===== config.mk =====
export PLATFORM = sky130hd
export DESIGN_NAME = cb_read_top
export DESIGN_NICKNAME = d
export VERILOG_FILES = /design/src/common/cb_data_pkg.sv /design/src/common/cb_ctrl_pkg.sv /design/src/rtl/cb_bank_mem.sv /design/src/rtl/seq_step_counter.sv /design/src/rtl/cb_read_fsm.sv /design/src/cb_map/cb_douta_map.sv /design/src/rtl/cb_read_top.sv
export VERILOG_INCLUDE_DIRS = /design/src /design/src/common
export SDC_FILE = /design/constraint.sdc
export NUM_CORES = 2
export LEC_CHECK = 0
export BUFFER_PORTS_ARGS = -buffer_cell sky130_fd_sc_hd__buf_2
export CELL_PAD_IN_SITES_DETAIL_PLACEMENT = 1
export CELL_PAD_IN_SITES_GLOBAL_PLACEMENT = 1
export CORE_MARGIN = 3
export CORE_UTILIZATION = 40
export CTS_CLUSTER_DIAMETER = 120
export DETAILED_ROUTE_END_ITERATION = 7
export PLACE_DENSITY = 0.58
export SETUP_SLACK_MARGIN = 0.4
export SKIP_CTS_REPAIR_TIMING = 1
export SLEW_MARGIN = 10
export SYNTH_ARGS = -nofsm -noshare
export SYNTH_HDL_FRONTEND = slang
export SYNTH_SLANG_ARGS = --single-unit

===== constraint.sdc =====
create_clock -name clk -period 14.73 [get_ports clk]
set_input_delay 2.946 -clock clk [delete_from_list [all_inputs] [get_ports clk]]
set_output_delay 2.946 -clock clk [all_outputs]
set_load 0.05 [all_outputs]

===== src/common/cb_macros.svh =====
`ifndef CB_MACROS_SVH
`define CB_MACROS_SVH

// Global widths of the covariance-bank read path.

// Lanes per bank row. The A, B, M and TB vectors share this width.
`define CB_LANES  4

// Width of one covariance word.
`define CB_WORD_W 16

// Row address width, giving 64 rows in the bank.
`define CB_ADDR_W 6

// Width of the step index within one read burst.
`define CB_SEQ_W  10

`endif


===== src/common/cb_data_pkg.sv =====
`include "cb_macros.svh"

// Data types that travel through the covariance-bank read path.
package cb_data_pkg;

  // ==========================================================================
  // Scalar types
  // ==========================================================================

  // One signed covariance word.
  typedef logic signed [`CB_WORD_W-1:0] cb_word_t;

  // Row address into the bank.
  typedef logic [`CB_ADDR_W-1:0] cb_addr_t;

  // Step index within a burst.
  typedef logic [`CB_SEQ_W-1:0] cb_seq_t;

  // ==========================================================================
  // Row types
  // ==========================================================================

  // One bank row. Lane 0 sits in the low word.
  // Every consumer output vector has this same shape.
  typedef cb_word_t [`CB_LANES-1:0] cb_row_t;

  // Depth of the bank, one entry per row address.
  localparam int CB_ROWS = 1 << `CB_ADDR_W;

endpackage


===== src/common/cb_ctrl_pkg.sv =====
`include "cb_macros.svh"

// Control types for the covariance-bank read path.
package cb_ctrl_pkg;

  import cb_data_pkg::*;

  // ==========================================================================
  // Encodings
  // ==========================================================================

  // Consumer that receives the mapped row.
  typedef enum logic [1:0] {
    DEST_TB = 2'd0,
    DEST_A  = 2'd1,
    DEST_B  = 2'd2,
    DEST_M  = 2'd3
  } cb_dest_e;

  // Lane direction applied by the mapper.
  typedef enum logic [1:0] {
    DIR_IDLE = 2'd0,
    DIR_POS  = 2'd1,
    DIR_NEG  = 2'd2,
    DIR_NEW  = 2'd3
  } cb_dir_e;

  // Read controller states.
  typedef enum logic [1:0] {
    ST_IDLE  = 2'd0,
    ST_READ  = 2'd1,
    ST_DRAIN = 2'd2
  } cb_fsm_e;

  // ==========================================================================
  // Structs
  // ==========================================================================

  // Read command. The len field holds the number of rows minus one.
  typedef struct packed {
    cb_dest_e dest;
    cb_dir_e  dir;
    logic     l_k_0;
    cb_addr_t base;
    cb_seq_t  len;
  } cb_cmd_t;

  // Per-step select that travels alongside the row read from the bank.
  typedef struct packed {
    cb_dest_e dest;
    cb_dir_e  dir;
    logic     l_k_0;
    cb_seq_t  seq;
  } cb_sel_t;

endpackage


===== src/rtl/cb_bank_mem.sv =====
`timescale 1ns/100ps

// Four-lane covariance bank. One row is written or read per cycle on
// each port, and the read port has one cycle of latency.
module cb_bank_mem
  import cb_data_pkg::*;
(
  input  logic     clk,

  // Write port.
  input  logic     i_wr_en,
  input  cb_addr_t i_wr_addr,
  input  cb_row_t  i_wr_data,

  // Registered read port.
  input  logic     i_rd_en,
  input  cb_addr_t i_rd_addr,
  output cb_row_t  o_rd_data
);

  // ==========================================================================
  // Storage
  // ==========================================================================

  cb_row_t mem [CB_ROWS];

  always_ff @(posedge clk) begin
    if (i_wr_en) begin
      mem[i_wr_addr] <= i_wr_data;
    end
  end

  // ==========================================================================
  // Read port
  // ==========================================================================

  // The array is sampled before the write of the same edge lands, so a
  // read that collides with a write returns the old row.
  always_ff @(posedge clk) begin
    if (i_rd_en) begin
      o_rd_data <= mem[i_rd_addr];
    end
  end

endmodule


===== src/rtl/seq_step_counter.sv =====
`timescale 1ns/100ps

// Step counter for one read burst. A clear loads the burst length and
// restarts the count at zero, and each advance moves one step on.
module seq_step_counter
  import cb_data_pkg::*;
(
  input  logic    clk,
  input  logic    sys_rst,
  input  logic    i_clear,
  input  logic    i_advance,
  input  cb_seq_t i_len,
  output cb_seq_t o_seq,
  output logic    o_last
);

  cb_seq_t count_q;
  cb_seq_t len_q;
  // Set by the first clear after reset.
  logic    armed_q;

  always_ff @(posedge clk) begin
    if (sys_rst) begin
      count_q <= '0;
      len_q   <= '0;
      armed_q <= 1'b0;
    end else if (i_clear) begin
      count_q <= '0;
      len_q   <= i_len;
      armed_q <= 1'b1;
    end else if (i_advance && armed_q && !o_last) begin
      count_q <= count_q + 1'b1;
    end
  end

  assign o_seq  = count_q;
  assign o_last = (count_q == len_q);

  // The controller must open every burst with a clear before it steps.
  a_clear_before_advance: assert property (
    @(posedge clk) disable iff (sys_rst) i_advance |-> armed_q
  );

endmodule


===== src/rtl/cb_read_fsm.sv =====
`timescale 1ns/100ps

// Read controller. It accepts one command at a time, walks the rows of
// the burst and hands the mapper a select aligned with each returned row.
module cb_read_fsm
  import cb_data_pkg::*;
  import cb_ctrl_pkg::*;
(
  input  logic     clk,
  input  logic     sys_rst,

  // Command side.
  input  logic     i_start,
  input  cb_cmd_t  i_cmd,

  // Step counter.
  input  cb_seq_t  i_seq,
  input  logic     i_last,
  output logic     o_clear,
  output logic     o_advance,

  // Bank read port.
  output logic     o_rd_en,
  output cb_addr_t o_rd_addr,

  // Select towards the mapper.
  output cb_sel_t  o_sel,
  output logic     o_sel_valid,
  output logic     o_busy
);

  // ==========================================================================
  // State
  // ==========================================================================

  cb_fsm_e state_q;
  cb_fsm_e state_d;
  cb_cmd_t cmd_q;
  // High in the second drain cycle.
  logic    drain_q;

  always_comb begin
    state_d = state_q;
    case (state_q)
      ST_IDLE:  if (i_start) state_d = ST_READ;
      ST_READ:  if (i_last)  state_d = ST_DRAIN;
      ST_DRAIN: if (drain_q) state_d = ST_IDLE;
      default:  state_d = ST_IDLE;
    endcase
  end

  always_ff @(posedge clk) begin
    if (sys_rst) begin
      state_q <= ST_IDLE;
      drain_q <= 1'b0;
    end else begin
      state_q <= state_d;
      drain_q <= (state_q == ST_DRAIN) && !drain_q;
    end
  end

  // The command is held for the whole burst.
  always_ff @(posedge clk) begin
    if ((state_q == ST_IDLE) && i_start) begin
      cmd_q <= i_cmd;
    end
  end

  // ==========================================================================
  // Read issue
  // ==========================================================================

  assign o_clear   = (state_q == ST_IDLE) && i_start;
  assign o_rd_en   = (state_q == ST_READ);
  assign o_advance = o_rd_en && !i_last;
  assign o_rd_addr = cmd_q.base + cb_addr_t'(i_seq);
  assign o_busy    = (state_q != ST_IDLE);

  // The bank answers one cycle after the address, so the select is
  // delayed by one register to meet its row at the mapper.
  always_ff @(posedge clk) begin
    if (sys_rst) begin
      o_sel_valid <= 1'b0;
    end else begin
      o_sel_valid <= o_rd_en;
    end
  end

  always_ff @(posedge clk) begin
    if (o_rd_en) begin
      o_sel.dest  <= cmd_q.dest;
      o_sel.dir   <= cmd_q.dir;
      o_sel.l_k_0 <= cmd_q.l_k_0;
      o_sel.seq   <= i_seq;
    end
  end

  // Without an accepted start the controller stays idle and issues no read.
  a_no_read_in_idle: assert property (
    @(posedge clk) disable iff (sys_rst) (state_q == ST_IDLE) && !i_start |=> !o_rd_en
  );

endmodule


===== src/cb_map/cb_douta_map.sv =====
`timescale 1ns/100ps

`include "cb_macros.svh"

// Output mapper. Each valid step steers the bank row to one consumer
// and rearranges its lanes by the requested direction. All four output
// vectors are registered and read zero when their consumer is not chosen.
module cb_douta_map
  import cb_data_pkg::*;
  import cb_ctrl_pkg::*;
(
  input  logic    clk,
  input  logic    sys_rst,
  input  cb_sel_t i_sel,
  input  logic    i_sel_valid,
  input  cb_row_t i_row,
  output cb_row_t o_tb_row,
  output cb_row_t o_a_row,
  output cb_row_t o_b_row,
  output cb_row_t o_m_row,
  output logic    o_out_valid
);

  // ==========================================================================
  // Lane mapping for the systolic array operands
  // ==========================================================================

  // A, B and M share one mapping. For a new landmark the low landmark
  // bit picks the lower or the upper lane pair.
  function automatic cb_row_t operand_map(cb_dir_e dir, logic l_k_0, cb_row_t row);
    cb_row_t res;
    res = '0;
    case (dir)
      DIR_POS: begin
        res = row;
      end
      DIR_NEG: begin
        for (int i = 0; i < `CB_LANES; i++) begin
          res[i] = row[`CB_LANES-1-i];
        end
      end
      DIR_NEW: begin
        res[0] = l_k_0 ? row[0] : row[2];
        res[1] = l_k_0 ? row[1] : row[3];
      end
      default: begin
        res = '0;
      end
    endcase
    return res;
  endfunction

  // ==========================================================================
  // Lane mapping for the temporary buffer
  // ==========================================================================

  // Only the new-landmark sequence writes the buffer. The selected pair
  // slides across the buffer lanes over steps 0 to 4.
  function automatic cb_row_t tb_map(cb_dir_e dir, logic l_k_0, cb_seq_t seq,
                                     cb_row_t row);
    cb_row_t  res;
    cb_word_t first;
    cb_word_t second;
    res    = '0;
    first  = l_k_0 ? row[1] : row[3];
    second = l_k_0 ? row[0] : row[2];
    if (dir == DIR_NEW) begin
      case (seq)
        0: begin
          res[3] = first;
        end
        1: begin
          res[0] = second;
        end
        2: begin
          res[0] = first;
          res[1] = second;
        end
        3: begin
          res[1] = first;
          res[2] = second;
        end
        4: begin
          res[2] = first;
          res[3] = second;
        end
        default: begin
          res = '0;
        end
      endcase
    end
    return res;
  endfunction

  // ==========================================================================
  // Output registers
  // ==========================================================================

  always_ff @(posedge clk) begin
    if (sys_rst) begin
      o_tb_row    <= '0;
      o_a_row     <= '0;
      o_b_row     <= '0;
      o_m_row     <= '0;
      o_out_valid <= 1'b0;
    end else begin
      o_tb_row <= (i_sel_valid && (i_sel.dest == DEST_TB)) ?
                  tb_map(i_sel.dir, i_sel.l_k_0, i_sel.seq, i_row) : '0;
      o_a_row  <= (i_sel_valid && (i_sel.dest == DEST_A)) ?
                  operand_map(i_sel.dir, i_sel.l_k_0, i_row) : '0;
      o_b_row  <= (i_sel_valid && (i_sel.dest == DEST_B)) ?
                  operand_map(i_sel.dir, i_sel.l_k_0, i_row) : '0;
      o_m_row  <= (i_sel_valid && (i_sel.dest == DEST_M)) ?
                  operand_map(i_sel.dir, i_sel.l_k_0, i_row) : '0;
      o_out_valid <= i_sel_valid;
    end
  end

  // The new-landmark mapping names lanes 0 to 3 directly.
  a_four_lanes: assert property (@(posedge clk) (`CB_LANES == 4));

  // A cycle without a step leaves every consumer with a zero row.
  a_zero_when_idle: assert property (
    @(posedge clk) disable iff (sys_rst)
    !i_sel_valid |=> (o_tb_row == '0) && (o_a_row == '0) &&
                     (o_b_row == '0) && (o_m_row == '0) && !o_out_valid
  );

endmodule


===== src/rtl/cb_read_top.sv =====
`timescale 1ns/100ps

// Covariance-bank read path. Commands enter here, rows leave mapped for
// the temporary buffer and the three operand ports of the array.
module cb_read_top
  import cb_data_pkg::*;
  import cb_ctrl_pkg::*;
(
  input  logic     clk,
  input  logic     sys_rst,

  // Bank fill.
  input  logic     i_wr_en,
  input  cb_addr_t i_wr_addr,
  input  cb_row_t  i_wr_data,

  // Command and status.
  input  logic     i_start,
  input  cb_cmd_t  i_cmd,
  output logic     o_busy,

  // Mapped rows, valid on the strobe only.
  output logic     o_out_valid,
  output cb_row_t  o_tb_row,
  output cb_row_t  o_a_row,
  output cb_row_t  o_b_row,
  output cb_row_t  o_m_row
);

  logic     clear;
  logic     advance;
  cb_seq_t  seq;
  logic     last;
  logic     rd_en;
  cb_addr_t rd_addr;
  cb_row_t  rd_data;
  cb_sel_t  sel;
  logic     sel_valid;

  cb_bank_mem u_bank_mem (
    .clk       (clk),
    .i_wr_en   (i_wr_en),
    .i_wr_addr (i_wr_addr),
    .i_wr_data (i_wr_data),
    .i_rd_en   (rd_en),
    .i_rd_addr (rd_addr),
    .o_rd_data (rd_data)
  );

  // The counter takes the length straight from the command, since it
  // loads it in the same cycle the start is accepted.
  seq_step_counter u_step_counter (
    .clk       (clk),
    .sys_rst   (sys_rst),
    .i_clear   (clear),
    .i_advance (advance),
    .i_len     (i_cmd.len),
    .o_seq     (seq),
    .o_last    (last)
  );

  cb_read_fsm u_read_fsm (
    .clk         (clk),
    .sys_rst     (sys_rst),
    .i_start     (i_start),
    .i_cmd       (i_cmd),
    .i_seq       (seq),
    .i_last      (last),
    .o_clear     (clear),
    .o_advance   (advance),
    .o_rd_en     (rd_en),
    .o_rd_addr   (rd_addr),
    .o_sel       (sel),
    .o_sel_valid (sel_valid),
    .o_busy      (o_busy)
  );

  cb_douta_map u_douta_map (
    .clk         (clk),
    .sys_rst     (sys_rst),
    .i_sel       (sel),
    .i_sel_valid (sel_valid),
    .i_row       (rd_data),
    .o_tb_row    (o_tb_row),
    .o_a_row     (o_a_row),
    .o_b_row     (o_b_row),
    .o_m_row     (o_m_row),
    .o_out_valid (o_out_valid)
  );

endmodule


==> results.py <==
metrics = {
    "pwr": {
        "leakage_nw": 61.8,
        "power_density_nw_per_um2": 148,
        "worst_ir_drop_vdd_v": 0.000121,
    },
    "setup_path": {
        "path_class": "reg -> reg",
        "worstPathRequired_ns": 15.42,
        "r2r_setup_slack_ns": 8.77,
        "startpoint_type": "register",
        "crit_fanout": 84,
        "cp-end-kind": "register",
        "cp_data_arrival_time_ns": 6.65,
    },
    "floorplan": {
        "initial_utilization": 0.402,
        "io_pins": 353,
        "die_h_um": 656,
        "die_w_um": 656,
        "num_rows": 238,
        "die-area_sq_um": 431000,
        "coreArea_sq_um": 421000,
    },
    "sta": {
        "min_period_ns": 5.96,
        "fin_crit_sh": 0.404,
        "max_freq_ghz": 0.168,
        "finalHoldViolations": 0,
        "fin_tns_setup_ns": 0,
        "setup_viol": 0,
        "tightestPinTransition_ns": 1.29,
        "rsz0062_at_grt": "false",
        "slew_viol_final": 0,
        "fin_skew_ns": 0.0745,
        "slew-limit-headroom": 0.140,
    },
    "placed_design": {
        "portBuffers": 352,
        "hpwl_mm": 308,
        "place_congestion": 0.799,
        "dpl_cell_area_sq_um": 179000,
    },
    "logic_synthesis": {
        "yosys_warnings": 0,
        "syn_nets": 7956,
        "synth_edf_count": 4186,
        "synth-simple-area-share": 0.0261,
        "yosysSeqAreaShare": 0.776,
        "synth-compound-area-share": 0.0255,
        "synth_top_family_by_area": "multiplexers",
        "synth_seq_cells": 4468,
        "synth-xor-area-share": 0.00130,
        "synth_area_sq_um": 169000,
        "syn_area_per_cell_sq_um": 21.6,
        "postSynthCellCount": 7850,
        "ys_async_sr_fraction": 0,
        "synthFlopType": "edfxtp_1",
        "synthMuxAreaShare": 0.157,
        "synth.distinct_cells": 58,
        "synth_fa_ha_area_frac": 0.000858,
    },
    "layout": {
        "layout-drive-gt1-share": 0.290,
        "fin_nets": 8580,
        "synthToLayoutAreaGrowth_pct": 14.6,
        "final_common_cell": "edfxtp_1",
        "final_area_sq_um": 194000,
        "n_fill_cell": 38100,
        "final_cell_mix": "edfxtp_1 (4186), mux4_2 (1074), clkbuf_16 (476), buf_2 (343)",
    },
    "route": {
        "dr.pass1.iters": 8,
        "via_per_inst": 5.99,
        "first_iter_violations": 11200,
        "wl_mm": 535,
        "ant_nets": 0,
        "drc": 0,
        "wl_per_cell_um": 36.9,
        "vias": 87000,
    },
    "status": {
        "status": "completed",
    },
    "clock_network": {
        "clock_latency_ns": 1.00,
        "cts_made_buffers": 460,
        "cts_sinks": 4468,
        "clock-root-buffer": "clkbuf_16",
        "cts_htree_levels": 5,
        "clock_path_buffers": 4,
        "clk_pin_slew_worst_paths_ns": 0.06,
        "cts_tree": "done",
    },
    "global_route": {
        "grt_pass1_wl_mm": 742,
        "grt_max_degree": 106,
        "grt_pass1_vias": 89800,
        "grt_usage": 0.245,
        "grt.overflow.total": 0,
        "antenna_found_initial": 41,
    },
    "hold_path": {
        "hold_path.class": "reg -> reg",
    },
    "job": {
        "cap_violations": 0,
    },
}
[critical path: stages, from the launching register on]
cell and delay [ns]:
dfxtp_1 0.57, ha_4 0.22, inv_1 0.05, fa_4 1.27, buf_4 0.71, buf_12 0.45, buf_4 0.73, mux4_2 0.42
o21ai_0 0.12, nand3_1 0.13, a21oi_1 0.68, a311oi_2 0.07
[kinds of logic after synthesis]
kind of cell / after synthesis
flops: 4468
mux: 1304
xor+xnor: 23
buf+inv: 493
fa+ha+maj: 11
compound gates: 577
simple gates: 974
[registers in the layout (all words and copies together), names as in the netlist]
signal and flops:
u_douta_map.o_tb_row 64, u_step_counter.len_q 10, u_douta_map.o_a_row 64, u_douta_map.o_out_valid 1, u_step_counter.o_seq 10, u_bank_mem.o_rd_data 64
u_bank_mem.mem 4096, u_read_fsm.cmd_q 11, u_step_counter.armed_q 1, u_douta_map.o_m_row 64, u_read_fsm.state_q 2, u_read_fsm.o_sel 15
u_douta_map.o_b_row 64, u_read_fsm.drain_q 1, u_read_fsm.o_sel_valid 1
[path summary, 6_finish.rpt]
path | startpoint | cells after the start | endpoint
setup / recovery | u_step_counter.o_seq[0] | 11 | u_bank_mem.o_rd_data[30]
hold / removal | u_read_fsm.cmd_q[20] | 0 | u_read_fsm.o_sel[14]
setup reg to reg | u_step_counter.o_seq[0] | 11 | u_bank_mem.o_rd_data[30]
hold reg to reg | u_read_fsm.cmd_q[20] | 0 | u_read_fsm.o_sel[14]
[through the flow]
step,util,hold slack (ns),cells,power (mW),setup WS (ns)
global placement,0.425,0.406,13600,17.5,7.88
global route,0.461,0.428,14500,29.6,8.63
floorplan,-,0.400,7850,16.2,6.37
detailed placement,0.425,0.407,13600,17.5,7.97
finish,0.461,0.421,14500,28.7,8.77
CTS,0.461,0.422,14500,29.0,8.79
[synth_stat cells, types with 18 or more instances]
cell type  number  area [sq um]
xor2_1         18           158
a211oi_1       65           488
o21ai_0       110           551
and3_1         65           407
mux2_2         32           360
nor2_1        342          1280
buf_4          27           203
or2_2          33           206
a22oi_1        64           480
buf_2         169           846
a222oi_1       32           320
a22o_1        102           893
mux2i_1       198          1980
nand2_1       243           912
a21oi_1        72           360
a311oi_1       55           482
dfxtp_1       282          5650
mux4_2       1074         24200
clkbuf_1      246           923
a311o_1        54           541
nand3_1       231          1160
buf_1          31           116
edfxtp_1     4186        126000
[per-layer routing]
layer / global-route usage / part of all wire / routed length [um]
met4: 0.0798 / 0.034 / 18300
met2: 0.388 / 0.47 / 254000
met5: 0 / 0.00022 / 116
met1: 0.344 / 0.41 / 221000
met3: 0.0438 / 0.077 / 41400
[report_power, final]
part,internal (mW),switching [mW]
sequential,14.0,0.168
clock,6.54,4.93
combinational,1.18,1.88
[area by class of cell]
cell class                      instances  area [sq um]  area share
Sequential cell                      4468        131000       0.677
Multi-Input combinational cell       2889         36400       0.188
Clock buffer                          594         12600      0.0649
Tap cell                             5640          7060      0.0364
Timing Repair Buffer                  645          4240      0.0219
Clock inverter                        260          2220      0.0114
Antenna cell                           19          47.5    0.000245
Inverter                               10          40.0    0.000206
No activity file was read; power rests on OpenSTA's default activity.
